`src/dma_params.svh`:
```
// DMA engine constants
`ifndef DMA_PARAMS_SVH
`define DMA_PARAMS_SVH

// word address width of the master bus, so a byte address is two bits wider
`define DMA_AW 30

// data width of both the slave and the master bus
`define DMA_DW 32

// log2 of the block buffer depth in words
// the control word layout assumes this stays at 10
`define DMA_LGBLK 10

// slave register map, one 32-bit word per register
`define DMA_REG_CTRL 2'd0
`define DMA_REG_LEN 2'd1
`define DMA_REG_SRC 2'd2
`define DMA_REG_DST 2'd3

// key in bits 27..16 of a control write that starts a transfer
`define DMA_UNLOCK_KEY 12'hfed

// full control word that stops a running transfer
`define DMA_ABORT_WORD 32'hffed0000

`endif
```
`src/dma_pkg.sv`:
```
// DMA shared types
`include "dma_params.svh"

package dma_pkg;

	// request from one engine towards the master bus
	typedef struct packed {
		logic cyc;
		logic stb;
		logic we;
		logic [`DMA_AW-1:0] addr;
		logic [`DMA_DW-1:0] data;
	} wb_req_t;

	// what the addressed slave returns to the master
	typedef struct packed {
		logic ack;
		logic stall;
		logic err;
		logic [`DMA_DW-1:0] data;
	} wb_rsp_t;

	// one block of work handed to the reader or the writer
	typedef struct packed {
		logic [`DMA_AW-1:0] addr;
		logic [`DMA_LGBLK:0] count;
		logic inc;
	} dma_job_t;

	// control word as the host writes it
	// the two status bits at the top are read only and must be zero to start
	typedef struct packed {
		logic [1:0] stat;
		logic inc_s_n;
		logic inc_d_n;
		logic [11:0] key;
		logic [15-`DMA_LGBLK:0] zero;
		logic [`DMA_LGBLK-1:0] blklen;
	} dma_cmd_t;

	// control word as the host reads it back
	typedef struct packed {
		logic busy;
		logic err;
		logic inc_s_n;
		logic inc_d_n;
		logic zero;
		logic [`DMA_LGBLK:0] nread;
		logic [15-`DMA_LGBLK:0] rsvd;
		logic [`DMA_LGBLK-1:0] blklen_m1;
	} dma_stat_t;

	// one 32-bit register word seen through either view
	typedef union packed {
		dma_cmd_t cmd;
		dma_stat_t stat;
	} dma_ctrl_word_u;

endpackage

```
`src/dma_block_writer.sv`:
```
// DMA block writer
`timescale 1ns/1ps
`include "dma_params.svh"

module dma_block_writer (
	input logic i_clk,
	input logic i_reset,
	input logic i_start,
	input dma_pkg::dma_job_t i_job,
	input logic i_abort,
	input dma_pkg::wb_rsp_t i_rsp,
	input logic [`DMA_DW-1:0] i_buf_data,
	output dma_pkg::wb_req_t o_req,
	output logic [`DMA_LGBLK-1:0] o_buf_idx,
	output logic o_done,
	output logic o_err
);
	localparam int AW = `DMA_AW;
	localparam int LGBLK = `DMA_LGBLK;

	logic r_cyc;
	logic r_stb;
	logic r_pre;
	logic [AW-1:0] r_addr;
	logic [LGBLK:0] r_nreq;
	logic [LGBLK:0] r_nack;
	logic [LGBLK:0] r_count;
	logic r_inc;

	logic accept;
	logic last_ack;
	logic [LGBLK:0] nreq_next;

	assign accept = r_stb && !i_rsp.stall;
	assign last_ack = r_cyc && i_rsp.ack && ((r_nack + 1'b1) == r_count);
	assign nreq_next = r_nreq + {{LGBLK{1'b0}}, accept};

	assign o_err = r_cyc && (i_rsp.err || i_abort);
	assign o_done = last_ack && !o_err;

	// the word on the bus was read from the index of the cycle before
	// the index only moves past a request once that request is taken,
	// so a stalled request keeps its data
	assign o_buf_idx = nreq_next[LGBLK-1:0];

	always_ff @(posedge i_clk)
	begin
		if (i_reset)
		begin
			r_cyc <= 1'b0;
			r_stb <= 1'b0;
			r_pre <= 1'b0;
			r_nreq <= '0;
			r_nack <= '0;
		end
		else if (i_start)
		begin
			// the first cycle only fetches word 0 from the buffer
			r_cyc <= 1'b1;
			r_stb <= 1'b0;
			r_pre <= 1'b1;
			r_addr <= i_job.addr;
			r_count <= i_job.count;
			r_inc <= i_job.inc;
			r_nreq <= '0;
			r_nack <= '0;
		end
		else if (o_err)
		begin
			r_cyc <= 1'b0;
			r_stb <= 1'b0;
			r_pre <= 1'b0;
		end
		else if (r_cyc)
		begin
			if (r_pre)
			begin
				r_pre <= 1'b0;
				r_stb <= 1'b1;
			end
			if (accept)
			begin
				r_addr <= r_addr + {{(AW-1){1'b0}}, r_inc};
				if (nreq_next == r_count)
					r_stb <= 1'b0;
			end
			r_nreq <= nreq_next;
			if (i_rsp.ack)
				r_nack <= r_nack + 1'b1;
			if (last_ack)
				r_cyc <= 1'b0;
		end
	end

	assign o_req = '{cyc: r_cyc, stb: r_stb, we: 1'b1, addr: r_addr, data: i_buf_data};

endmodule

```
`config.mk`:
```
export PLATFORM = sky130hd
export DESIGN_NAME = dma_block_writer
export DESIGN_NICKNAME = d
export VERILOG_FILES = /design/src/dma_pkg.sv /design/src/dma_block_writer.sv
export VERILOG_INCLUDE_DIRS = /design/src
export SDC_FILE = /design/constraint.sdc
export NUM_CORES = 1
export LEC_CHECK = 0
export ABC_AREA = 1
export BUFFER_PORTS_ARGS = -buffer_cell sky130_fd_sc_hd__buf_2
export CAP_MARGIN = 20
export CORE_MARGIN = 4
export CORE_UTILIZATION = 49
export CTS_CLUSTER_SIZE = 25
export DETAILED_ROUTE_END_ITERATION = 12
export PLACE_DENSITY = 0.81
export SLEW_MARGIN = 20
export SYNTH_ARGS = -nofsm -noshare
export SYNTH_HDL_FRONTEND = slang
export SYNTH_SLANG_ARGS = --single-unit
```
`constraint.sdc`:
```
create_clock -name i_clk -period 4.4 [get_ports i_clk]
set_clock_uncertainty 0.2 [all_clocks]
set_input_delay 0.22 -clock i_clk [delete_from_list [all_inputs] [get_ports i_clk]]
set_output_delay 0.22 -clock i_clk [all_outputs]
set_load 0.05 [all_outputs]
```
## After elaboration in Yosys (flattened, before gate mapping)

Cells that the tools add are included.

| cells by class | value |
|---|---|
| add/subtract/negate cells | 3 |
| equal/unequal tests | 3 |
| muxes and demuxes | 14 |
| bitwise gates (word level) | 2 |
| reduce and logical (&&, ||, !) cells | 17 |

Operators with widths:

| operator | count |
|---|---|
| 30-bit 2-to-1 mux | 4 |
| 30-bit by 1-bit adder with 30-bit output | 1 |
| 11-bit == test | 2 |
| 11-bit by 1-bit adder with 11-bit output | 1 |
| 11-bit by 1-bit adder with 11-bit output, second input constant | 1 |
| 1-bit 2-to-1 mux | 10 |
| 1-bit logical AND | 5 |
| 2-bit AND reduction | 2 |
| 4-bit AND reduction | 1 |
| 2-bit nonzero test | 2 |
| 3-bit AND reduction | 1 |
| 3-bit nonzero test | 1 |
| 3-bit OR reduction | 1 |
| 1-bit logical NOT | 2 |
| 2-bit inequality test, second input constant | 1 |
| 1-bit inverter | 2 |
| 2-bit OR reduction | 1 |
| 1-bit logical OR | 1 |

| word-level totals | value |
|---|---|
| register bits | 67 |
| input bits | 113 |
| output and inout port bits | 77 |

## Logic depth before layout (Yosys ltp)

| logic depth | value |
|---|---|
| depth in word-level cells | 7 |
| gate-level depth with buffers | 16 |
| mapped depth without buffers | 16 |

## Worst setup path before layout

Ideal clock, no wire load.

| timing | value |
|---|---|
| kind | register -> register |
| start | reg r_cyc |
| end | reg r_addr[0], enable pin |
| arrival time | 2.894 ns |
| path slack | 0.847 ns |
| stages on the path, launching flop included | 4 |
| buffers on the path | 0 |
| path through | dfxtp_1 nand2_1 or2_2 o21ai_0 |

| on the way | value |
|---|---|
| word-level cells in the longest chain between the ends | 3 |
| elaborated cells on any way between the ends | 4 |
| those cells by class | eq/ne: 1; reduce/logical: 3 |

Ends and longest elaborated chain:

| item | RTL line | text |
|---|---|---|
| start, declared | dma_block_writer.sv:21 | `logic r_cyc;` |
| start signal, assigned | dma_block_writer.sv:50 | `r_cyc <= 1'b0;` |
| start signal, assigned | dma_block_writer.sv:59 | `r_cyc <= 1'b1;` |
| start signal, assigned | dma_block_writer.sv:70 | `r_cyc <= 1'b0;` |
| 1-bit logical AND | dma_block_writer.sv:38 | `assign o_err = r_cyc && (i_rsp.err \|\| i_abort);` |
| 2-bit inequality test (no source line) | -- |  |
| 4-bit AND reduction (no source line) (*) | -- |  |
| end signal, assigned | dma_block_writer.sv:62 | `r_addr <= i_job.addr;` |
| end signal, assigned | dma_block_writer.sv:83 | `r_addr <= r_addr + {{(AW-1){1'b0}}, r_inc};` |
| end, declared | dma_block_writer.sv:24 | `logic [AW-1:0] r_addr;` |

Mark *: on every way between the ends. The rest lies on a longest branch, timed or not.
A chain may end at the register's enable or synchronous reset.

## Worst setup path after layout

| timing | value |
|---|---|
| start | reg r_stb |
| end | out o_buf_idx[8] |

| on the way | value |
|---|---|
| word-level cells in the longest chain between the ends | 2 |

Ends and longest elaborated chain:

| item | RTL line | text |
|---|---|---|
| start, declared | dma_block_writer.sv:22 | `logic r_stb;` |
| start signal, assigned | dma_block_writer.sv:51 | `r_stb <= 1'b0;` |
| start signal, assigned | dma_block_writer.sv:60 | `r_stb <= 1'b0;` |
| start signal, assigned | dma_block_writer.sv:71 | `r_stb <= 1'b0;` |
| 1-bit logical AND | dma_block_writer.sv:34 | `assign accept = r_stb && !i_rsp.stall;` |
| 11-bit by 1-bit adder with 11-bit output | dma_block_writer.sv:36 | `assign nreq_next = r_nreq + {{LGBLK{1'b0}}, accept};` |
| end, declared | dma_block_writer.sv:14 | `` output logic [`DMA_LGBLK-1:0] o_buf_idx, `` |

Every way passes these cells.

==> impl_results.md <==
* Fmax at 346 MHz
* Synth cell types at 36
* GRT Total Usage at 0.219
* Final Hold Slack at 0.0164 ns
* Power density cells at 267 nW/um^2
* Fin nets at 864
* Max-Cap Viols at 0
* CTS tree: done
* Startpoint types: flip-flop
* Vias at 4513
* Post-synth EDFFs at 42
* Status: finished, final reports clean
* Avg Cell Area, Syn at 7.07 um^2
* Final setup vio count at 0
* Least-Margin Pin Slew at 0.881 ns
* Vias in the first global route at 4253
* CP Max Fanout at 6
* DP Cell Count at 826
* Die Area at 11200 um^2
* Number of fillers in the final layout at 832
* Overflow after GRT at 0
* Hold Crit Class: in2reg
* Detail Placement HPWL at 8.92 mm
* Final hold vios at 0
* Ports at 190
* Wire length of the first global-routing pass at 19.9 mm
* Number of buffers added on ports at 92
* Multi-input logic area at 2200 um^2
* DR pass1 iterations at 8
* Final setup margin at 1.51 ns
* TritonCTS Buffers at 9
* Max_slew headroom at 0.412
* Clock Tree Root: clkbuf_8
* Dpl ws at 1.56 ns
* Vias per cell at 5.13
* Clock sinks at 67
* Yosys reg bits at 67
* Lkg Pwr at 2.58 nW
* CP endpoint kind: output port
* Diodes inserted at 0
* Max-slew violations at 0
* Syn Inst Count at 661
* WL/cell at 13.9 um
* Layout area overhead at 17.8%
* Initial antenna violation count at 0
* Syn_nets at 779
* Fraction of registers with async set/reset at 0
* Setup TNS at 0 ns
* Worst EP required at 3.98 ns
* Cell Area, Synth at 4670 um^2
* Starting DRT DRC Count at 245
* Die height at 106 um
* FP Rows at 35
* WS Path Type: reg2out
* Core area at 9240 um^2
* Final GP Congestion at 0.891
* Post_cts resized at 0
* Final worst path period need at 2.89 ns
* Synth Flop Type: edfxtp_1
* Worst skew pair latency at 0.35 ns
* Pin count of the biggest net entering global routing at 34
* Die X at 106 um
* Register Area at 1760 um^2
* Syn. warnings at 0
* Clock-pin slew on the worst setup and hold paths at 0.08 ns
* VDD IR max at 0.000182 V
* RSZ-0062 raised after global routing: no
* Critical Path AT at 2.47 ns
* Initial Util at 0.505
* Fraction of layout instances using a drive strength above 1 at 0.185
* Post-route DRC at 0
* H-tree depth at 3
* Post-Layout Cell Count at 880
* Clk buf depth at 2
* Tcrit/Tclk final at 0.657
* Post-DRT Antenna Nets at 0
* Routed WL at 12.3 mm
* Sequential area share after synthesis at 0.377
[metal layers]
| metal | vias to the layer above | wire, um | GRT usage |
|---|---|---|---|
| li1 | 2255 | - | - |
| met1 | 2035 | 5050 | 0.261 |
| met2 | 191 | 6100 | 0.387 |
| met3 | 32 | 823 | 0.0410 |
| met4 | 0 | 289 | 0.0870 |
| met5 | - | 0 | 0 |
[stage by stage]
step	instance area (um^2)	util	total power [W]
3_5_place_dp	4920	0.533	0.000949
5_1_grt	5500	0.595	0.00153
3_3_place_gp	4920	0.533	0.000944
2_1_floorplan	4670	-	0.000965
4_1_cts	5500	0.595	0.00147
6_report	5500	0.595	0.00147
[cell type report]
| class | count | area share |
|---|---|---|
| multi-input cells | 451 | 0.401 |
| flip-flops and latches | 67 | 0.320 |
| repair buffers | 132 | 0.156 |
| inverters | 85 | 0.0580 |
| clock buffers | 11 | 0.0296 |
| well taps | 129 | 0.0293 |
| clock inverters | 5 | 0.00637 |
[what timing repair did]
item                                   4_1_cts  5_1_grt
hold buffers                                38        0
endpoints found under the hold margin       38        0
setup buffers                                0        0
[power breakdown]
group | switching [W] | internal, W | total, W
logic | 0.000152 | 0.0000863 | 0.000238
registers | 0.0000283 | 0.000699 | 0.000727
clock network | 0.000250 | 0.000253 | 0.000503
[cell usage in the layout (no fill, tap or decap), types with 7 or more instances in the layout]
cell | Yosys | routed
dfxtp_1 | 25 | 25
nor2_1 | 66 | 66
nand2_1 | 190 | 190
nand3_1 | 46 | 46
nor2_2 | 7 | 7
clkbuf_8 | 0 | 10
nand4_1 | 17 | 17
xnor2_1 | 9 | 9
dlygate4sd3_1 | 0 | 38
xor2_1 | 8 | 8
edfxtp_1 | 42 | 42
o21ai_0 | 34 | 33
nand2_2 | 7 | 7
buf_2 | 2 | 92
a21oi_1 | 21 | 21
inv_1 | 83 | 83
[path summary, 6_finish.rpt]
kind | start | to | slack (ns) | cells past startpoint
setup / recovery | r_stb | o_buf_idx[8] | 1.51 | 12
hold / removal | i_job[27] | r_addr[15] | 0.02 | 3
setup reg to reg | r_stb | r_stb | 1.82 | 16
hold reg to reg | r_pre | r_pre | 0.30 | 2
[Yosys cell counts (all sizes together) (2+ instances only)]
cell type / instances / area [um^2]
a21oi: 21 / 105
a31oi: 5 / 31.3
and2: 2 / 12.5
buf: 47 / 348
clkbuf: 11 / 41.3
dfxtp: 25 / 500
edfxtp: 42 / 1260
ha: 5 / 62.6
inv: 85 / 319
nand2: 198 / 768
nand3: 46 / 230
nand3b: 3 / 22.5
nand4: 18 / 119
nor2: 78 / 348
nor3: 6 / 35.0
nor4: 2 / 12.5
o21ai: 36 / 180
o31ai: 2 / 15.0
or2: 5 / 31.3
xnor2: 9 / 78.8
xnor3: 2 / 45.0
xor2: 8 / 70.1
[logic make-up (layout without fill, tap and decap cells)]
family,after synthesis,in the layout,synth area share
adders and majority gates,5,5,0.0134
buffers and inverters,143,233,0.152
and+or+nand+nor,359,359,0.340
DFF,67,67,0.377
other,1,1,0.000803
xor gates and xnor gates,19,19,0.0415
AOI/OAI and AO/OA,67,67,0.0758
[worst max-delay path, cell delays in order (launching register included)]
cell and delay [ns]:
dfxtp_1 0.33, inv_1 0.04, or2_2 0.29, inv_1 0.08
ha_1 0.20, ha_1 0.28, nand3_1 0.13, nor2_1 0.18
nand3_1 0.09, nand2_1 0.09, nand2_1 0.09, inv_1 0.06
buf_2 0.25
[state kept, by name, summed over array words and instances, names as in the netlist]
name / cells
r_stb: 1
r_pre: 1
r_addr: 30
r_nack: 11
r_inc: 1
r_cyc: 1
r_nreq: 11
r_count: 11
(Power assumes the default switching activity.)
