$ cat config.mk
export PLATFORM = sky130hd
export DESIGN_NAME = dma_ctrl
export DESIGN_NICKNAME = d
export VERILOG_FILES = /design/src/dma_pkg.sv /design/src/dma_ctrl.sv
export VERILOG_INCLUDE_DIRS = /design/src
export SDC_FILE = /design/constraint.sdc
export NUM_CORES = 1
export LEC_CHECK = 0
export BUFFER_PORTS_ARGS = -buffer_cell sky130_fd_sc_hd__buf_2
export CAP_MARGIN = 10
export CORE_MARGIN = 5
export CORE_UTILIZATION = 55
export DETAILED_ROUTE_END_ITERATION = 10
export PLACE_DENSITY = 0.91
export SYNTH_ARGS = -nofsm -noshare
export SYNTH_HDL_FRONTEND = slang
export SYNTH_SLANG_ARGS = --single-unit
$ cat constraint.sdc
create_clock -name i_clk -period 21.6 [get_ports i_clk]
set_input_delay 4.32 -clock i_clk [delete_from_list [all_inputs] [get_ports i_clk]]
set_output_delay 4.32 -clock i_clk [all_outputs]
set_load 0.05 [all_outputs]
$ cat src/dma_params.svh
// DMA engine constants
`ifndef DMA_PARAMS_SVH
`define DMA_PARAMS_SVH

// word address width of the master bus, so a byte address is two bits wider
`define DMA_AW 30

// data width of both the slave and the master bus
`define DMA_DW 32

// log2 of the block buffer depth in words
// the control word layout assumes this stays at 10
`define DMA_LGBLK 10

// slave register map, one 32-bit word per register
`define DMA_REG_CTRL 2'd0
`define DMA_REG_LEN 2'd1
`define DMA_REG_SRC 2'd2
`define DMA_REG_DST 2'd3

// key in bits 27..16 of a control write that starts a transfer
`define DMA_UNLOCK_KEY 12'hfed

// full control word that stops a running transfer
`define DMA_ABORT_WORD 32'hffed0000

`endif
$ cat src/dma_pkg.sv
// DMA shared types
`include "dma_params.svh"

package dma_pkg;

	// request from one engine towards the master bus
	typedef struct packed {
		logic cyc;
		logic stb;
		logic we;
		logic [`DMA_AW-1:0] addr;
		logic [`DMA_DW-1:0] data;
	} wb_req_t;

	// what the addressed slave returns to the master
	typedef struct packed {
		logic ack;
		logic stall;
		logic err;
		logic [`DMA_DW-1:0] data;
	} wb_rsp_t;

	// one block of work handed to the reader or the writer
	typedef struct packed {
		logic [`DMA_AW-1:0] addr;
		logic [`DMA_LGBLK:0] count;
		logic inc;
	} dma_job_t;

	// control word as the host writes it
	// the two status bits at the top are read only and must be zero to start
	typedef struct packed {
		logic [1:0] stat;
		logic inc_s_n;
		logic inc_d_n;
		logic [11:0] key;
		logic [15-`DMA_LGBLK:0] zero;
		logic [`DMA_LGBLK-1:0] blklen;
	} dma_cmd_t;

	// control word as the host reads it back
	typedef struct packed {
		logic busy;
		logic err;
		logic inc_s_n;
		logic inc_d_n;
		logic zero;
		logic [`DMA_LGBLK:0] nread;
		logic [15-`DMA_LGBLK:0] rsvd;
		logic [`DMA_LGBLK-1:0] blklen_m1;
	} dma_stat_t;

	// one 32-bit register word seen through either view
	typedef union packed {
		dma_cmd_t cmd;
		dma_stat_t stat;
	} dma_ctrl_word_u;

endpackage

$ cat src/dma_ctrl.sv
// DMA registers and sequencer
`timescale 1ns/1ps
`include "dma_params.svh"

module dma_ctrl (
	input logic i_clk,
	input logic i_reset,
	input logic i_swb_stb,
	input logic i_swb_cyc,
	input logic i_swb_we,
	input logic [1:0] i_swb_addr,
	input logic [`DMA_DW-1:0] i_swb_data,
	input logic i_rd_done,
	input logic i_rd_err,
	input logic [`DMA_LGBLK:0] i_rd_nread,
	input logic i_wr_done,
	input logic i_wr_err,
	output logic o_swb_ack,
	output logic [`DMA_DW-1:0] o_swb_data,
	output logic o_rd_start,
	output dma_pkg::dma_job_t o_rd_job,
	output logic o_wr_start,
	output dma_pkg::dma_job_t o_wr_job,
	output logic o_abort,
	output logic o_interrupt
);
	import dma_pkg::*;

	localparam int AW = `DMA_AW;
	localparam int DW = `DMA_DW;
	localparam int LGBLK = `DMA_LGBLK;

	// sequencer states, each start state lasts exactly one cycle
	localparam logic [2:0] S_IDLE = 3'd0;
	localparam logic [2:0] S_START = 3'd1;
	localparam logic [2:0] S_READ = 3'd2;
	localparam logic [2:0] S_WSTART = 3'd3;
	localparam logic [2:0] S_WRITE = 3'd4;
	localparam logic [2:0] S_ABORT = 3'd5;

	logic [2:0] state;
	logic busy;

	// programmed transfer, addresses are kept as word addresses
	logic [AW-1:0] cfg_len;
	logic [AW-1:0] cfg_src;
	logic [AW-1:0] cfg_dst;
	logic [LGBLK-1:0] cfg_blklen_m1;
	logic cfg_inc_s_n;
	logic cfg_inc_d_n;
	logic cfg_err;

	logic wr_sel;
	logic is_abort;
	dma_ctrl_word_u wr_word;
	dma_ctrl_word_u rd_word;

	// block sizing
	logic [LGBLK:0] blk_full;
	logic [AW-1:0] full_ext;
	logic [LGBLK:0] blk_cnt;
	logic [AW-1:0] cnt_ext;

	assign busy = (state != S_IDLE);

	// a slave write is taken in the same cycle as it is presented
	assign wr_sel = i_swb_stb && i_swb_cyc && i_swb_we;
	assign wr_word = i_swb_data;
	assign is_abort = wr_sel && (i_swb_addr == `DMA_REG_CTRL)
		&& (i_swb_data == `DMA_ABORT_WORD);

	// a block length field of zero wraps to all ones, i.e. the whole buffer
	assign blk_full = {1'b0, cfg_blklen_m1} + 1'b1;
	assign full_ext = {{(AW-LGBLK-1){1'b0}}, blk_full};

	// the final block of a transfer may be shorter than the block length
	assign blk_cnt = (cfg_len < full_ext) ? cfg_len[LGBLK:0] : blk_full;
	assign cnt_ext = {{(AW-LGBLK-1){1'b0}}, blk_cnt};

	// jobs follow the registers, which only move at the end of a block
	assign o_rd_job = '{addr: cfg_src, count: blk_cnt, inc: !cfg_inc_s_n};
	assign o_wr_job = '{addr: cfg_dst, count: blk_cnt, inc: !cfg_inc_d_n};

	assign o_rd_start = (state == S_START);
	assign o_wr_start = (state == S_WSTART);

	// held for one cycle, long enough for either engine to drop its cycle
	assign o_abort = (state == S_ABORT);

	////////////////////////////////////////////////////////////
	// register writes and transfer sequencing
	////////////////////////////////////////////////////////////

	always_ff @(posedge i_clk)
	begin
		if (i_reset)
		begin
			state <= S_IDLE;
			o_interrupt <= 1'b0;
			cfg_err <= 1'b0;
			cfg_len <= '0;
			cfg_blklen_m1 <= '1;
			cfg_inc_s_n <= 1'b0;
			cfg_inc_d_n <= 1'b0;
		end
		else
		begin
			o_interrupt <= 1'b0;
			case (state)
			S_IDLE:
			begin
				// the abort word means nothing while idle and is dropped
				if (wr_sel && !is_abort)
				begin
					case (i_swb_addr)
					`DMA_REG_CTRL:
					begin
						cfg_blklen_m1 <= wr_word.cmd.blklen - 1'b1;
						cfg_inc_s_n <= wr_word.cmd.inc_s_n;
						cfg_inc_d_n <= wr_word.cmd.inc_d_n;
						cfg_err <= 1'b0;
						// a zero length never starts, the key alone is not enough
						if ((wr_word.cmd.key == `DMA_UNLOCK_KEY)
							&& (wr_word.cmd.stat == 2'b00) && (cfg_len != '0))
							state <= S_START;
					end
					`DMA_REG_LEN:
						cfg_len <= i_swb_data[AW-1:0];
					`DMA_REG_SRC:
						cfg_src <= i_swb_data[DW-1:2];
					default:
						cfg_dst <= i_swb_data[DW-1:2];
					endcase
				end
			end
			S_START:
				state <= S_READ;
			S_READ:
			begin
				if (i_rd_err)
				begin
					cfg_err <= 1'b1;
					o_interrupt <= 1'b1;
					state <= S_IDLE;
				end
				else if (i_rd_done)
					state <= S_WSTART;
			end
			S_WSTART:
				state <= S_WRITE;
			S_WRITE:
			begin
				if (i_wr_err)
				begin
					cfg_err <= 1'b1;
					o_interrupt <= 1'b1;
					state <= S_IDLE;
				end
				else if (i_wr_done)
				begin
					// retire the block and move on past it
					cfg_len <= cfg_len - cnt_ext;
					if (!cfg_inc_s_n)
						cfg_src <= cfg_src + cnt_ext;
					if (!cfg_inc_d_n)
						cfg_dst <= cfg_dst + cnt_ext;
					if (cfg_len == cnt_ext)
					begin
						o_interrupt <= 1'b1;
						state <= S_IDLE;
					end
					else
						state <= S_START;
				end
			end
			S_ABORT:
				state <= S_IDLE;
			default:
				state <= S_IDLE;
			endcase

			// an abort overrides whatever the sequencer chose this cycle
			if (busy && is_abort && (state != S_ABORT))
			begin
				cfg_err <= 1'b1;
				state <= S_ABORT;
			end
		end
	end

	////////////////////////////////////////////////////////////
	// register reads
	////////////////////////////////////////////////////////////

	always_comb
	begin
		rd_word = '0;
		rd_word.stat.busy = busy;
		rd_word.stat.err = cfg_err;
		rd_word.stat.inc_s_n = cfg_inc_s_n;
		rd_word.stat.inc_d_n = cfg_inc_d_n;
		rd_word.stat.nread = i_rd_nread;
		rd_word.stat.blklen_m1 = cfg_blklen_m1;
	end

	// read data is registered and lines up with the ack
	always_ff @(posedge i_clk)
	begin
		case (i_swb_addr)
		`DMA_REG_CTRL:
			o_swb_data <= rd_word;
		`DMA_REG_LEN:
			o_swb_data <= {{(DW-AW){1'b0}}, cfg_len};
		`DMA_REG_SRC:
			o_swb_data <= {cfg_src, 2'b00};
		default:
			o_swb_data <= {cfg_dst, 2'b00};
		endcase
	end

	// every access is acked, even a write that was ignored
	always_ff @(posedge i_clk)
	begin
		if (i_reset)
			o_swb_ack <= 1'b0;
		else
			o_swb_ack <= i_swb_stb && i_swb_cyc;
	end

endmodule

Word-level counts from Yosys, hierarchy flattened
Cells that the tools add are included.
- bits in registers: 140
- input port bits: 54
- word-level logic and storage cells: 117
- output and inout bits: 121
- equal/unequal tests: 30
- bitwise logic cells: 1
- $lt $le $gt $ge: 1
- add/subtract/negate cells: 5
- reduce and logical (&&, ||, !) cells: 28
- mux-type cells: 40
- operators by type and width (cell ; number):
    30-bit two-way mux ; 14
    30-bit one-hot mux with 2 select lines ; 3
    32-bit one-hot mux with 3 select lines ; 1
    30-bit by 11-bit adder with 30-bit output ; 2
    32-bit == test, second input constant ; 1
    30-bit by 11-bit == test with 1-bit output ; 1
    30-bit by 11-bit < comparator with 1-bit output ; 1
    30-bit nonzero test ; 1
    30-bit by 11-bit subtractor with 30-bit output ; 1
    3-bit two-way mux ; 8
    3-bit != test, second input constant ; 8
    2-bit != test, second input constant ; 10
    5-bit AND reduction ; 4
    3-bit one-hot mux with 5 select lines ; 1
    7-bit AND reduction ; 2
    12-bit == test, second input constant ; 1
    10-bit by 1-bit adder with 11-bit output, second input constant ; 1
    11-bit two-way mux ; 1
    1-bit two-way mux ; 10
    10-bit by 1-bit subtractor with 10-bit output, second input constant ; 1
    1-bit logical AND ; 9
    4-bit != test, second input constant ; 2
    3-bit by 2-bit == test with 1-bit output, second input constant ; 2
    3-bit == test, second input constant ; 2
    15 further kinds ; 18

Longest topological paths before layout
- depth after elaboration: 9
- depth in mapped cells: 29
- gate-level depth less buffers: 25

Least setup slack after synthesis
OpenSTA, ideal clock, no wires.
- path type: input-to-reg
- start: input port i_swb_addr[1]
- end: register cfg_src[0] (enable)
- slack: 10.756 ns
- required time: 21.020 ns
- path buffers: 1
- data arrival time: 10.264 ns
- stages on the path: 7
- setup time: 0.580 ns
- path through: clkbuf_1 > nor2_1 > nand4_1 > nor2_1 > nor3b_1 > o21ai_0 > a2111oi_0
- word-level cells in the longest chain between the ends: 7
- elaborated cells between the ends (all ways): 9
- those cells by class: eq/ne (3); reduce/logical (6)
- RTL lines (item ; RTL line ; text):
    from (decl) ; dma_ctrl.sv:11 ; input logic [1:0] i_swb_addr,
    2-bit zero test ; n/a ;
    1-bit logical AND (2 in series) ; dma_ctrl.sv:69 ; assign is_abort = wr_sel && (i_swb_addr == `DMA_REG_CTRL)
    1-bit zero test ; dma_ctrl.sv:113 ; if (wr_sel && !is_abort)
    1-bit logical AND ; dma_ctrl.sv:113 ;
    2-bit != test (no source line) ; n/a ;
    7-bit AND reduction (no source line) (*) ; n/a ;
    to (signal assigned) ; dma_ctrl.sv:130 ; cfg_src <= i_swb_data[DW-1:2];
    to (signal assigned) ; dma_ctrl.sv:164 ; cfg_src <= cfg_src + cnt_ext;
    to (decl) ; dma_ctrl.sv:46 ; logic [AW-1:0] cfg_src;
Mark *: on every way between the ends. The rest lies on a longest branch, timed or not.
A chain may end at the register's enable or synchronous reset.

==> results.ini <==
[job]
max-cap-violations = 0

[clocking]
ctsHoldBuffers = 0
cts_tree = done
clkLatencyLatePin_ns = 0.43
clock_sinks = 140
htreeDepth = 4
clockBufferDepth = 2
numCtsBuffers = 17
ctsResizeCount = 0
post_cts.repair.setup_buffers = 0
path_clk_slew_ns = 0.06
cts_root_buffer = clkbuf_16

[power]
seqPwrFrac_pct = 29.5
power.leakage_nw = 4.70
irDropWorstVdd_mv = 0.0646
switching_share_pct = 40.7
pwr_density_cell_nw_per_um2 = 83.9
p_int_mw = 0.577
p_comb_share_pct = 39.6
p_sw_mw = 0.396
p_clk_share_pct = 30.9

[sta]
slew_violations = 0
tightest_slew_ns = 0.981
rsz0062_at_grt = false
timing.final.crit_share_pct = 42.8
timing.fmax_mhz = 108
period_minus_slack_ns = 9.25
slew_headroom_pct = 34.4
setup_viol = 0
finalHoldViolCount = 0
finalSetupTns_ns = 0
worst_clock_skew_ns = 0.00698

[global_routing]
grt_pass1_vias = 10224
grt_use_met3_pct = 7.88
use_met2_pct = 48.5
grt_use_met1_pct = 42.8
overflow = 0
grt_pass1_wl_mm = 55.2
antenna_found_initial = 1
grt_max_degree = 87
grt_usage_pct = 31.9
top_usage_layer = met2

[placed_design]
port_buffers = 174
place_congestion = 0.964
place_inst = 1497
hpwl_mm = 25.1

[route]
finalWirelength_mm = 35.4
detail_route.first_pass.iterations = 8
routed_via_density = 7.04
dr.first_iter.drc_count = 1935
drc = 0
wl_per_cell_um = 23.2
drtAntennaViolNets = 0
vias = 10761

[floorplanning]
pin_count = 175
fp.dieW_um = 146
core_um2 = 18000
dieArea_um2 = 21200
die_h_um = 146
rows = 49
initial_core_util_pct = 56.0

[yosys]
syn_avg_cell_area_um2 = 8.68
synth_ff_type = dfxtp_1
synth_top_area_share_pct = 17.8
synth_nets = 1251
synth_area_leaders = edfxtp_1, dfxtp_1, mux4_2, a21oi_1, nand2_1
synth_area_leader_cell = edfxtp_1
ys_warn_count = 0
synth_edf_count = 60
synthDistinctLibCells = 90
netlist_area_um2 = 10100
seq_area_frac_synth_pct = 33.7
synth.ff_latch_count = 140
async_flop_share_pct = 0
synthCells = 1163

[critical_path]
crit_chain = ha_1 > and3_1 > nand4_1 > ha_1 > nor3b_1 > nor4b_2 > nand2_1 > nand2_1 > nor2_1 > a21oi_1 > buf_2
worstPathRequired_ns = 17.28
crit_family = simple AND/OR/NAND/NOR gates
path_buf_inv = 1
critPathMaxFanout = 24
arrival_ns = 4.93
worstSetupEndpointType = output port
critPathLaunchType = flop
crit_slowest_cell = nand2_1
worst-setup-path-type = reg2out
worst_path_largest_cell_delay_ns = 0.73

[layout]
final_cell_count_no_fill = 1529
nFillCells = 1493
syn2layout_area_growth_pct = 14.8
fin_nets = 1375
n_antenna_cell = 0
utilization_pct = 64.3
drive_gt1_share_pct = 21.5

[run_status]
status = completed

[worst_hold_path]
min-delay-path-class = reg2reg

-- flip-flops by register name, summed over array words and instances, names as in the netlist --
signal / cells
cfg_blklen_m1: 10
cfg_inc_d_n: 1
o_interrupt: 1
cfg_src: 30
o_swb_data: 32
cfg_err: 1
o_swb_ack: 1
cfg_inc_s_n: 1
cfg_dst: 30
state: 3
cfg_len: 30
-- metrics by stage --
step / setup slack (ns) / cell area [um^2] / power (mW) / hold WS, ns
2_1_floorplan: 10.76 / 10100 / 0.580 / 0.449
3_3_place_gp: 13.11 / 11000 / 0.659 / 0.471
3_5_place_dp: 12.97 / 11000 / 0.664 / 0.497
4_1_cts: 12.48 / 11600 / 0.959 / 0.507
5_1_grt: 12.07 / 11600 / 1.00 / 0.523
6_report: 12.35 / 11600 / 0.973 / 0.500
-- placed cells by master (no fill, tap or decap), types with 19 or more instances in the layout --
master,count
inv_1,41
buf_2,174
nor3_1,32
a31oi_1,43
o21ai_0,71
xnor2_1,21
nand3_1,32
ha_1,31
or3_1,24
mux4_2,21
nand2_1,109
a21oi_1,87
xor2_1,19
edfxtp_1,60
dfxtp_1,80
nand4_1,21
nor2_1,93
-- logic make-up after synthesis --
kind of cell    Yosys count  synth area share, %
simple gates            416                 21.0
mux                      39                 6.58
buf+inv                 123                 5.09
flops                   140                 33.7
fa+ha+maj                37                 4.75
compound gates          364                 24.6
xor+xnor                 44                 4.36
-- worst paths after layout --
check                    from          end  slack, ns  depth (start not counted)
max reg2reg  cfg_blklen_m1[0]  cfg_len[28]      14.07                         22
max          cfg_blklen_m1[0]  o_rd_job[1]      12.35                         11
min reg2reg           cfg_err      cfg_err       0.50                          2
min                   cfg_err      cfg_err       0.50                          2
-- power by group through the flow --
stage               clock network (mW)  registers [mW]  logic [mW]
finish                           0.301           0.287       0.385
global route                     0.310           0.288       0.407
CTS                              0.298           0.287       0.374
detailed placement                   0           0.293       0.371
global placement                     0           0.292       0.366
floorplan                            0           0.308       0.273
-- layer usage --
metal / wire (um) / vias to the layer above / share of wire, %
met5: 8 / - / 0.023
met4: 1980 / 2 / 5.6
met3: 5010 / 202 / 14
met2: 15300 / 957 / 43
met1: 13100 / 4919 / 37
li1: - / 4681 / -
-- synthesized netlist by cell type, drive strengths merged (11+ instances only) --
cell type  instances
edfxtp            60
o31ai             19
nand4             22
a31oi             44
o21ai             74
mux4              21
nand3             32
a21o              15
nor2b             13
xor2              19
clkbuf            56
dfxtp             80
or3               25
nor3              32
nand2            110
nor4              11
buf               24
a21oi             87
and3              18
o211ai            15
and2              15
nor2              94
a211oi            12
ha                31
xnor2             21
inv               41
-- final cells by class --
| class | count | area [um^2] | area share, % |
|---|---|---|---|
| Clock buffer | 21 | 470 | 4.06 |
| Tap cell | 229 | 287 | 2.47 |
| Clock inverter | 11 | 115 | 0.993 |
| Sequential cell | 140 | 3400 | 29.4 |
| Inverter | 43 | 161 | 1.39 |
| Timing Repair Buffer | 185 | 953 | 8.23 |
| Multi-Input combinational cell | 900 | 6200 | 53.5 |
-- worst register-to-register path, cell delays in order, from the launching register on --
cell      delay, ns
dfxtp_1        0.47
ha_1           0.26
and3_1         0.28
nand4_1        0.41
ha_1           0.45
nor3b_1        0.50
nor4b_2        0.39
nand2_1        0.17
nand2_1        0.73
a21oi_1        0.36
ha_1           0.32
fa_1           0.38
nor2b_1        0.19
o21ai_0        0.16
nand2b_1       0.28
o2111a_1       0.26
o22ai_1        0.07
a211oi_1       0.40
o41a_1         0.38
or3_1          0.27
mux2_2         0.35
a222oi_1       0.27
nor2_1         0.06
Note: power is estimated with default switching activity, not from simulation.
