**src/dma_params.svh**
```systemverilog
// DMA engine constants
`ifndef DMA_PARAMS_SVH
`define DMA_PARAMS_SVH

// word address width of the master bus, so a byte address is two bits wider
`define DMA_AW 30

// data width of both the slave and the master bus
`define DMA_DW 32

// log2 of the block buffer depth in words
// the control word layout assumes this stays at 10
`define DMA_LGBLK 10

// slave register map, one 32-bit word per register
`define DMA_REG_CTRL 2'd0
`define DMA_REG_LEN 2'd1
`define DMA_REG_SRC 2'd2
`define DMA_REG_DST 2'd3

// key in bits 27..16 of a control write that starts a transfer
`define DMA_UNLOCK_KEY 12'hfed

// full control word that stops a running transfer
`define DMA_ABORT_WORD 32'hffed0000

`endif
```
**src/dma_pkg.sv**
```systemverilog
// DMA shared types
`include "dma_params.svh"

package dma_pkg;

	// request from one engine towards the master bus
	typedef struct packed {
		logic cyc;
		logic stb;
		logic we;
		logic [`DMA_AW-1:0] addr;
		logic [`DMA_DW-1:0] data;
	} wb_req_t;

	// what the addressed slave returns to the master
	typedef struct packed {
		logic ack;
		logic stall;
		logic err;
		logic [`DMA_DW-1:0] data;
	} wb_rsp_t;

	// one block of work handed to the reader or the writer
	typedef struct packed {
		logic [`DMA_AW-1:0] addr;
		logic [`DMA_LGBLK:0] count;
		logic inc;
	} dma_job_t;

	// control word as the host writes it
	// the two status bits at the top are read only and must be zero to start
	typedef struct packed {
		logic [1:0] stat;
		logic inc_s_n;
		logic inc_d_n;
		logic [11:0] key;
		logic [15-`DMA_LGBLK:0] zero;
		logic [`DMA_LGBLK-1:0] blklen;
	} dma_cmd_t;

	// control word as the host reads it back
	typedef struct packed {
		logic busy;
		logic err;
		logic inc_s_n;
		logic inc_d_n;
		logic zero;
		logic [`DMA_LGBLK:0] nread;
		logic [15-`DMA_LGBLK:0] rsvd;
		logic [`DMA_LGBLK-1:0] blklen_m1;
	} dma_stat_t;

	// one 32-bit register word seen through either view
	typedef union packed {
		dma_cmd_t cmd;
		dma_stat_t stat;
	} dma_ctrl_word_u;

endpackage

```
**src/dma_block_reader.sv**
```systemverilog
// DMA block reader
`timescale 1ns/1ps
`include "dma_params.svh"

module dma_block_reader (
	input logic i_clk,
	input logic i_reset,
	input logic i_start,
	input dma_pkg::dma_job_t i_job,
	input logic i_abort,
	input dma_pkg::wb_rsp_t i_rsp,
	output dma_pkg::wb_req_t o_req,
	output logic o_buf_we,
	output logic [`DMA_LGBLK-1:0] o_buf_idx,
	output logic [`DMA_DW-1:0] o_buf_data,
	output logic [`DMA_LGBLK:0] o_nread,
	output logic o_busy,
	output logic o_done,
	output logic o_err
);
	localparam int AW = `DMA_AW;
	localparam int LGBLK = `DMA_LGBLK;

	logic r_cyc;
	logic r_stb;
	logic [AW-1:0] r_addr;
	logic [LGBLK:0] r_nreq;
	logic [LGBLK:0] r_nack;
	logic [LGBLK:0] r_count;
	logic r_inc;

	logic accept;
	logic last_ack;

	assign accept = r_stb && !i_rsp.stall;
	assign last_ack = r_cyc && i_rsp.ack && ((r_nack + 1'b1) == r_count);

	// both flags are combinational so the sequencer sees them with the ack
	assign o_err = r_cyc && (i_rsp.err || i_abort);
	assign o_done = last_ack && !o_err;

	always_ff @(posedge i_clk)
	begin
		if (i_reset)
		begin
			r_cyc <= 1'b0;
			r_stb <= 1'b0;
			r_nreq <= '0;
			r_nack <= '0;
		end
		else if (i_start)
		begin
			r_cyc <= 1'b1;
			r_stb <= 1'b1;
			r_addr <= i_job.addr;
			r_count <= i_job.count;
			r_inc <= i_job.inc;
			r_nreq <= '0;
			r_nack <= '0;
		end
		else if (o_err)
		begin
			// a bus error or an abort ends the cycle at once
			r_cyc <= 1'b0;
			r_stb <= 1'b0;
		end
		else if (r_cyc)
		begin
			// requests run ahead of the acks, so several reads are in flight
			if (accept)
			begin
				r_nreq <= r_nreq + 1'b1;
				r_addr <= r_addr + {{(AW-1){1'b0}}, r_inc};
				if ((r_nreq + 1'b1) == r_count)
					r_stb <= 1'b0;
			end
			if (i_rsp.ack)
				r_nack <= r_nack + 1'b1;
			if (last_ack)
				r_cyc <= 1'b0;
		end
	end

	assign o_req = '{cyc: r_cyc, stb: r_stb, we: 1'b0, addr: r_addr, data: '0};

	// acks come back in order, so the ack count is the buffer slot
	assign o_buf_we = r_cyc && i_rsp.ack;
	assign o_buf_idx = r_nack[LGBLK-1:0];
	assign o_buf_data = i_rsp.data;

	assign o_nread = r_nack;
	assign o_busy = r_cyc;

endmodule

```
**config.mk**
```make
export PLATFORM = sky130hd
export DESIGN_NAME = dma_block_reader
export DESIGN_NICKNAME = d
export VERILOG_FILES = /design/src/dma_pkg.sv /design/src/dma_block_reader.sv
export VERILOG_INCLUDE_DIRS = /design/src
export SDC_FILE = /design/constraint.sdc
export NUM_CORES = 1
export LEC_CHECK = 0
export BUFFER_PORTS_ARGS = -buffer_cell sky130_fd_sc_hd__buf_4
export CAP_MARGIN = 30
export CORE_MARGIN = 2
export CORE_UTILIZATION = 48
export DETAILED_ROUTE_END_ITERATION = 6
export GPL_ROUTABILITY_DRIVEN = 0
export HOLD_SLACK_MARGIN = 0.1
export PLACE_DENSITY = 0.88
export SLEW_MARGIN = 20
export SYNTH_ARGS = -nofsm -noshare
export SYNTH_HDL_FRONTEND = slang
export SYNTH_SLANG_ARGS = --single-unit
```
**constraint.sdc**
```tcl
create_clock -name i_clk -period 3.4 [get_ports i_clk]
set_input_delay 0.51 -clock i_clk [delete_from_list [all_inputs] [get_ports i_clk]]
set_output_delay 0.51 -clock i_clk [all_outputs]
set_load 0.1 [all_outputs]
```
---- Yosys cells after proc, flatten, opt, wreduce, memory -nomap -nowiden ----
Index checks and enable logic that the tools add are counted.
word-level totals
  input bits .............................. 81
  register bits after elaboration ......... 66
  output and inout bits ................... 122
  word-level logic and storage cells ...... 47
cells by class
  reductions and logical operators ........ 19
  $add $sub $neg .......................... 3
  bitwise operators ....................... 2
  equal/unequal tests ..................... 3
  mux-type cells .......................... 13
operators by type and width
  cell                                                             count
  30-bit two-way mux                                               4
  30-bit by 1-bit adder with 30-bit output                         1
  11-bit by 1-bit adder with 11-bit output, second input constant  2
  11-bit == test                                                   2
  1-bit two-way mux                                                9
  3-bit AND reduction                                              3
  3-bit nonzero test                                               3
  1-bit logical AND                                                5
  4-bit AND reduction                                              1
  2-bit nonzero test                                               2
  1-bit zero test                                                  2
  2-bit inequality test, second input constant                     1
  1-bit NOT                                                        2
  2-bit AND reduction                                              1
  2-bit OR reduction                                               1
  1-bit logical OR                                                 1

---- Logic depth before layout (Yosys ltp) ----
Gate-level depths: netlist (run 1).
  depth after elaboration ................. 7
  depth in mapped cells ................... 8
  depth with buffers taken out ............ 7

---- Worst setup path before layout (run 1) ----
No wires, ideal clock.
  kind .................................... reg-to-output
  from .................................... register r_cyc (netlist: o_busy)
  to ...................................... output port o_done
  path slack .............................. -0.831 ns
  cell stages (with the launch flop) ...... 5
  data required time ...................... 2.890 ns
  arrival ................................. 3.721 ns
  path buffers ............................ 0
  cell sequence ........................... dfxtp_1 -> and2_1 -> o2111ai_1 -> or3_1 -> nor3_2
on the way
  word-level cells in the longest chain between the ends .. 3
  elaborated cells on any way between the ends .. 5
  classes of those cells .................. reduce/logical (5)
ends and longest elaborated chain
  item                    RTL line                source
  start, declared         dma_block_reader.sv:24  logic r_cyc;
  start signal, assigned  dma_block_reader.sv:46  r_cyc <= 1'b0;
  start signal, assigned  dma_block_reader.sv:53  r_cyc <= 1'b1;
  start signal, assigned  dma_block_reader.sv:64  r_cyc <= 1'b0;
  1-bit logical AND       n/a
  net o_buf_we            dma_block_reader.sv:13  output logic o_buf_we,
  1-bit logical AND       dma_block_reader.sv:36  assign last_ack = r_cyc && i_rsp.ack && ((r_nack + 1'b1) == r_count);
  1-bit logical AND       dma_block_reader.sv:40  assign o_done = last_ack && !o_err;
  end, declared           dma_block_reader.sv:18  output logic o_done,
The timed path passes the listed nets, and every way through them passes these cells.

---- Final worst setup path (run 1) ----
  from .................................... register r_count[9]
  to ...................................... output port o_done
on the way
  word-level cells in the longest chain between the ends .. 3
ends and longest elaborated chain
  item                    RTL line                source
  start, declared         dma_block_reader.sv:29  logic [LGBLK:0] r_count;
  start signal, assigned  dma_block_reader.sv:56  r_count <= i_job.count;
  11-bit == test          dma_block_reader.sv:36
  1-bit logical AND       dma_block_reader.sv:36
  1-bit logical AND       dma_block_reader.sv:40
Every way passes these cells.

==> results of run 1 <==
[routing by layer]
metal / share of wire / up-vias
li1: - / 1713
met1: 0.40 / 1728
met2: 0.49 / 207
met3: 0.084 / 28
met4: 0.021 / 0
met5: 0 / -
[flip-flops by register name, indices dropped and copies added (netlist names)]
| register | count |
|---|---|
| o_busy | 1 |
| o_nread | 11 |
| r_nreq | 11 |
| r_count | 11 |
| r_addr | 30 |
| r_stb | 1 |
| r_inc | 1 |
[per-stage QoR]
stage | utilization | power (uW) | worst slack (ns) | TNS (ns) | area, um^2
floorplan | - | 1550 | -0.188 | -0.188 | 4620
detailed placement | 0.538 | 1450 | 0.660 | 0 | 4900
CTS | 0.560 | 2130 | 0.271 | 0 | 5100
global placement | 0.538 | 1440 | 0.682 | 0 | 4900
global route | 0.561 | 2190 | 0.239 | 0 | 5110
finish | 0.561 | 2120 | 0.278 | 0 | 5110
[power by group]
part | internal [uW] | switching, uW
Clock | 358 | 322
Sequential | 885 | 39.6
Combinational | 108 | 402
Total | 1350 | 764
[Yosys cell counts (7+ instances only)]
library cell | number | area (um^2)
buf_4 | 79 | 593
nand2_1 | 57 | 214
xnor2_1 | 43 | 377
edfxtp_1 | 42 | 1260
nor2_1 | 29 | 109
dfxtp_1 | 24 | 480
xor2_1 | 23 | 201
nand3_1 | 21 | 105
o21ai_0 | 20 | 100
clkbuf_1 | 19 | 71.3
o21ai_1 | 16 | 80.1
nor3_1 | 14 | 70.1
a21oi_1 | 11 | 55.1
inv_1 | 10 | 37.5
nand4_1 | 7 | 43.8
[worst max-delay path, delay by kind of cell, from the launching register on]
kind / cells / cell delay [ns]
compound gates: 1 / 0.24
xor+xnor: 1 / 0.27
buf+inv: 1 / 0.31
flops: 1 / 0.43
mux: 1 / 0.37
simple gates: 2 / 0.64
[final cells by class]
cell class                 instances  area [um^2]
clock buffer                      10          138
clock inverter                     6         66.3
fill                             769         4000
inverter                          10         37.5
multi-input combinational        354         2140
sequential                        66         1770
tap                              111          139
timing repair buffer             108          808
[path summary, 6_finish.rpt]
| check | start | end | cells after the start |
|---|---|---|---|
| max | r_count[9] | o_done | 6 |
| min | i_job[0] | r_inc | 1 |
| max reg2reg | r_addr[9] | r_addr[29] | 5 |
| min reg2reg | r_nreq[1] | r_nreq[1] | 2 |
[logic make-up after synthesis]
logic type | after synthesis | synth area share
mux | 3 | 0.00758
buf+inv | 109 | 0.160
compound gates | 69 | 0.0926
other cells | 1 | 0.000841
xor+xnor | 66 | 0.130
flops | 66 | 0.391
simple gates | 179 | 0.207
fa+ha+maj | 4 | 0.0112
==> impl_metrics.toml, run 1 <==
[floorplan]
io_pins = 203
rows = 35
core-area_um2 = 9110
die_h_um = 100
start_util = 0.489
die_w_um = 100
die_area_um2 = 10100

[flow_run]
max-cap-violations = 0

[critical_path]
reg2reg_slack_ns = 1.29
worstPathArrival_ns = 2.61
worstPathCellList = "xnor2_1 -> mux2_2 -> o211a_1 -> or4_4 -> nor3_2 -> buf_4"
cp_slowest_cell = "or4_4"
critPathRequiredTime_ns = 2.89
critPathLaunchType = "register"
crit_fanout = 3
worstSetupPathType = "register to primary output"
endpoint_kind = "primary output"
cpPeakStageDelay_ns = 0.52

[cells_and_area]
final_cell_mix = "buf_4, nand2_1, xnor2_1, edfxtp_1, conb_1"
final_cells = 665
layout.nets = 634
diodes = 0
final_common_cell = "buf_4"
drive_above_1_share = 0.280
syn2layout_area_growth_pct = 14.5

[clock_tree]
cts.clk_slew.worst_paths_ns = 0.08
cts_inserted_buffers = 9
clkLatencyLatePin_ns = 0.35
cts_sinks = 66
post_cts_buffers = 0
h-tree-depth = 3
clock-root-buffer = "clkbuf_8"
ctsResizeCount = 0
cts_hold_buf = 0
cts_tree = "built"
clock_path_buffers = 2

[logic_synthesis]
avgSynthCellArea_um2 = 8.97
synth_edf_count = 42
synth_cell_types = 51
ys_seq_elements = 66
synth_area_um2 = 4460
synthCells = 497
async_reset_ff_frac = 0
ys_seq_area_frac = 0.391
yosysWarnings = 0
synthFlopType = "edfxtp_1"

[sta]
layout_min_cycle_time_ns = 3.12
finalMaxSlewViolations = 0
rsz0062_at_grt = "no"
hold-worst-slack_ns = 0.335
slew_headroom = 0.472
finalHoldViolCount = 0
fmax_mhz = 320
clock_skew_ns = 0.0126
finalSetupViolations = 0
min_period_over_period = 0.918
worstMarginPinSlew_ns = 0.790

[global_route]
met3_usage = 0.0467
use_met1 = 0.252
grt_pass1_vias = 3363
antenna_found_initial = 0
grt_max_degree = 61
grt_pass1_wl_um = 16300
use_met2 = 0.346
overflow = 0
grt_busiest_layer = "met2"
track_usage = 0.204

[place]
dp_cells = 648
io_buffers = 105
dp_hpwl_um = 7790

[route]
drt-total-wl_um = 10500
wire_per_inst_um = 15.8
ant_nets = 0
via_per_inst = 5.53
drtPass1Iterations = 5
drc_errors = 0
vias = 3676
first_iter_violations = 220

[power_and_ir_drop]
leakage_uw = 0.00189
p_per_area_nw_per_um2 = 414
vdd_drop_max_mv = 0.230

[outcome]
status = "finished clean"

[min_path]
hold_path.class = "primary input to register"
Power figures use the tool's default switching activity.
==> run 2: changes to the inputs <==
--- a/config.mk
+++ b/config.mk
@@ -8,12 +8,13 @@
 export LEC_CHECK = 0
 export BUFFER_PORTS_ARGS = -buffer_cell sky130_fd_sc_hd__buf_4
 export CAP_MARGIN = 30
-export CORE_MARGIN = 2
+export CORE_MARGIN = 5
 export CORE_UTILIZATION = 48
 export DETAILED_ROUTE_END_ITERATION = 6
 export GPL_ROUTABILITY_DRIVEN = 0
 export HOLD_SLACK_MARGIN = 0.1
 export PLACE_DENSITY = 0.88
+export REMOVE_ABC_BUFFERS = 1
 export SLEW_MARGIN = 20
 export SYNTH_ARGS = -nofsm -noshare
 export SYNTH_HDL_FRONTEND = slang
==> run 2 against run 1 <==
Net effect: total power up 6.0%; register-to-register slack worse by 0.05 ns; non-clock buffer count unchanged; setup slack worse by 0.14 ns; final area about the same; sequential share of layout area down 0.60 points; count of clock-buffer cells in the layout down 1; utilization down 0.30 points; routed wire length up 9.8%; clock power up 19%.
==> impl_metrics.toml, run 2 (same netlist as run 1, synthesis figures left out) <==
[clock_tree]
cts_sinks = 66
cts_inserted_buffers = 9
clkLatencyLatePin_ns = 0.35
post_cts_buffers = 0
cts.clk_slew.worst_paths_ns = 0.08
clock_path_buffers = 2
cts_hold_buf = 0
ctsResizeCount = 0
clock-root-buffer = "clkbuf_8"
cts_tree = "built"
h-tree-depth = 3

[place]
io_buffers = 105
dp_hpwl_um = 8780
place_worst_setup_slack_ns = 0.545
placed_area_um2 = 4860
dp_cells = 649

[floorplan]
io_pins = 203
die_h_um = 106
rows = 35
core-area_um2 = 9150
die_w_um = 106
start_util = 0.487
die_area_um2 = 11300

[sta]
finalMaxSlewViolations = 0
slew_headroom = 0.487
fmax_mhz = 307
finalHoldViolCount = 0
min_period_over_period = 0.958
rsz0062_at_grt = "no"
layout_min_cycle_time_ns = 3.26
setup_ws_ns = 0.142
finalSetupViolations = 0
clock_skew_ns = 0.0104
worstMarginPinSlew_ns = 0.768
timing.setup.tns_ns = 0

[power_and_ir_drop]
vdd_drop_max_mv = 0.308
swShare = 0.338
p_sw_uw = 757
power_frac_comb = 0.227
p_int_uw = 1490
p_per_area_nw_per_um2 = 439
clock_power_share = 0.359
power_uw = 2240
pwr-share-seq = 0.414
leakage_uw = 0.00191

[route]
drt-total-wl_um = 11600
routed-wl-met2_um = 5270
ant_nets = 0
vias = 3588
wire_per_inst_um = 17.4
first_iter_violations = 149
wl_met3_um = 1460
top_layer = "met4"
met1Wirelength_um = 4610
drc_errors = 0
via_per_inst = 5.40
drtPass1Iterations = 4

[cells_and_area]
layout.nets = 634
final_cell_mix = "buf_4, nand2_1, xnor2_1, edfxtp_1, conb_1"
fin_area_um2 = 5100
drive_above_1_share = 0.256
top_register = "r_addr"
final_cells = 665
diodes = 0
nFillCells = 797
final_common_cell = "buf_4"
syn2layout_area_growth_pct = 14.5
largest_reg_flops = 30

[critical_path]
worstPathCellList = "nand3_2 -> or3_4 -> o211a_1 -> or4_4 -> nor3_2 -> buf_4"
endpoint_kind = "primary output"
worstSetupPathType = "register to primary output"
cpPeakStageDelay_ns = 0.53
critPathLaunchType = "register"
r2r_start = "r_inc"
startpoint = "o_nread[2]"
worstPathArrival_ns = 2.75
critPathRequiredTime_ns = 2.89
cp_slowest_cell = "dfxtp_1"
crit_fanout = 10

[min_path]
hold_path.class = "primary input to register"
min-delay-start = "i_job[1]"

[flow_run]
max-cap-violations = 0

[global_route]
grt_pass1_vias = 3556
grt_pass1_wl_um = 17900
track_usage = 0.201
overflow = 0
grt_max_degree = 61
antenna_found_initial = 0

[outcome]
status = "finished clean"
==> run 2: stage by stage <==
step                      hold slack [ns]   util
after CTS                           0.317  0.558
after detailed placement            0.514  0.531
after global routing                0.315  0.558
final                               0.339  0.558
after global placement              0.481  0.531
after floorplan                     0.467      -
==> run 2: routing by layer <==
| metal | up-vias | global-route usage |
|---|---|---|
| met3 | 17 | 0.106 |
| met1 | 1667 | 0.238 |
| li1 | 1709 | - |
| met2 | 195 | 0.309 |
| met4 | 0 | 0.0712 |
| met5 | - | 0.0190 |
==> run 2: power groups by stage <==
stage	registers (uW)	logic [uW]	clock network (uW)
2_1_floorplan	1080	252	0
3_3_place_gp	943	502	0
3_5_place_dp	946	508	0
4_1_cts	928	509	822
5_1_grt	932	530	858
6_report	928	509	806
==> run 2: cell type report <==
class | count | area (um^2) | share of cell area
tap | 111 | 139 | 0.0272
multi-input combinational | 354 | 2130 | 0.418
clock buffer | 9 | 124 | 0.0243
clock inverter | 7 | 116 | 0.0228
timing repair buffer | 108 | 811 | 0.159
inverter | 10 | 37.5 | 0.00735
sequential | 66 | 1740 | 0.341
==> run 2: critical path, delay by kind of cell, from the launching register on <==
| kind | cells | cell delay [ns] |
|---|---|---|
| flip-flops | 1 | 0.53 |
| buffers and inverters | 1 | 0.31 |
| AO/OA/AOI/OAI | 1 | 0.26 |
| AND/OR/NAND/NOR | 4 | 1.29 |
==> run 2: final timing paths <==
path / end / slack [ns] / cells past startpoint
max: o_done / 0.14 / 6
min: r_count[0] / 0.34 / 1
max reg2reg: r_addr[10] / 1.24 / 7
min reg2reg: r_nreq[1] / 0.53 / 2
==> run 3: changes to the inputs <==
--- a/config.mk
+++ b/config.mk
@@ -6,14 +6,15 @@
 export SDC_FILE = /design/constraint.sdc
 export NUM_CORES = 1
 export LEC_CHECK = 0
-export BUFFER_PORTS_ARGS = -buffer_cell sky130_fd_sc_hd__buf_4
 export CAP_MARGIN = 30
 export CORE_MARGIN = 5
-export CORE_UTILIZATION = 48
+export CORE_UTILIZATION = 53
+export CTS_BUF_LIST = sky130_fd_sc_hd__clkbuf_2 sky130_fd_sc_hd__clkbuf_4 sky130_fd_sc_hd__clkbuf_8
 export DETAILED_ROUTE_END_ITERATION = 6
+export DONT_BUFFER_PORTS = 1
 export GPL_ROUTABILITY_DRIVEN = 0
 export HOLD_SLACK_MARGIN = 0.1
-export PLACE_DENSITY = 0.88
+export PLACE_DENSITY = 0.74
 export REMOVE_ABC_BUFFERS = 1
 export SLEW_MARGIN = 20
 export SYNTH_ARGS = -nofsm -noshare
==> run 3 against run 2 <==
Net effect: maximum frequency grew 4.7%; final area shrank 9.3%; cell count shrank 10%; highest routed layer unchanged; largest cell class unchanged; largest power group unchanged; utilization grew 0.55 points.
==> impl_metrics.toml, run 3 (same netlist as run 1, synthesis figures left out) <==
[cells_and_area]
syn2layout_area_growth_pct = 3.79
top_register = "r_addr"
ff_latch_area_um2 = 1760
final_cells = 598
nFillCells = 717
drive_above_1_share = 0.191
multi_input_area_um2 = 2140
final_cell_mix = "nand2_1, buf_4, xnor2_1, edfxtp_1, conb_1"
diodes = 0
final_common_cell = "nand2_1"
layout.nets = 573
final_util = 0.563
largest_reg_flops = 30

[floorplan]
core-area_um2 = 8220
rows = 33
start_util = 0.543
die_h_um = 102
die_area_um2 = 10300
die_w_um = 102
io_pins = 203

[critical_path]
critPathRequiredTime_ns = 2.89
crit_end = "o_done"
worstPathArrival_ns = 2.60
worstSetupPathType = "register to primary output"
endpoint_kind = "primary output"
crit_fanout = 4
r2r_start = "r_addr[5]"
startpoint = "o_nread[0]"
r2r_end = "r_addr[17]"
ff2ff_path_depth = 6
critPathLaunchType = "register"
reg2reg_slack_ns = 1.05

[outcome]
status = "finished clean"

[sta]
finalSetupViolations = 0
min_period_over_period = 0.915
rsz0062_at_grt = "no"
hold-worst-slack_ns = 0.268
finalHoldViolCount = 0
fmax_mhz = 321
slew_headroom = 0.370
clock_skew_ns = 0.00970
worstMarginPinSlew_ns = 0.946
setup_ws_ns = 0.288
finalMaxSlewViolations = 0
layout_min_cycle_time_ns = 3.11

[clock_tree]
cts_sinks = 66
cts_inserted_buffers = 9
cts_tree = "built"
post_cts_buffers = 0
cts_hold_buf = 0
clkLatencyLatePin_ns = 0.34
clock-root-buffer = "clkbuf_8"
ctsResizeCount = 0
cts.clk_slew.worst_paths_ns = 0.07
h-tree-depth = 3
clock_path_buffers = 2

[route]
wire_per_inst_um = 17.8
drc_errors = 0
via_per_inst = 5.57
drt-total-wl_um = 10700
first_iter_violations = 110
vias = 3328
drtPass1Iterations = 4
ant_nets = 0

[global_route]
antenna_found_initial = 0
grt_pass1_vias = 3198
overflow = 0
grt_pass1_wl_um = 16400
track_usage = 0.205
grt_max_degree = 61

[flow_run]
max-cap-violations = 0

[place]
io_buffers = 0
dp_hpwl_um = 8140
place_worst_setup_slack_ns = 0.646
dp_cells = 582

[power_and_ir_drop]
vdd_drop_max_mv = 0.249
power_uw = 2040
leakage_uw = 0.00161
p_per_area_nw_per_um2 = 441

[min_path]
hold_path.class = "primary input to register"
==> run 3: cell type report <==
class	count	share of cell area
well taps	105	0.0284
repair buffers	47	0.0790
flip-flops and latches	66	0.379
inverters	10	0.00811
clock inverters	3	0.00865
clock buffers	13	0.0333
multi-input cells	354	0.463
==> run 3: power by group <==
group	total [uW]	internal [uW]	switching, uW
registers	916	890	26.6
clock network	662	370	292
logic	464	72.6	392
total	2040	1330	710
==> run 3: critical path: stages (launching register included) <==
cell and delay [ns]:
dfxtp_2 0.37, buf_4 0.50, nand3_1 0.24, xnor2_1 0.21
o2111ai_1 0.13, or3_1 0.43, nor3_4 0.18, buf_12 0.20
==> run 3: worst min-delay path by stage <==
stage / startpoint / end / depth (start not counted)
6_report: i_job[1] / r_count[0] / 0
5_1_grt: i_job[10] / r_count[9] / 0
4_1_cts: i_job[10] / r_count[9] / 0
3_5_place_dp: o_nread[1] / o_nread[1] / 2
3_3_place_gp: o_nread[1] / o_nread[1] / 2
2_1_floorplan: r_nreq[1] / r_nreq[1] / 2
==> run 3: layer usage <==
metal	global-route usage	part of all wire
met1	0.246	0.40
met2	0.311	0.44
met3	0.125	0.14
met4	0.0501	0.011
met5	0.0288	0
==> run 3: per-stage QoR <==
stage               instance area [um^2]  TNS (ns)
floorplan                           3900    -25.81
global placement                    4430         0
detailed placement                  4430         0
CTS                                 4630         0
global route                        4630         0
finish                              4630         0
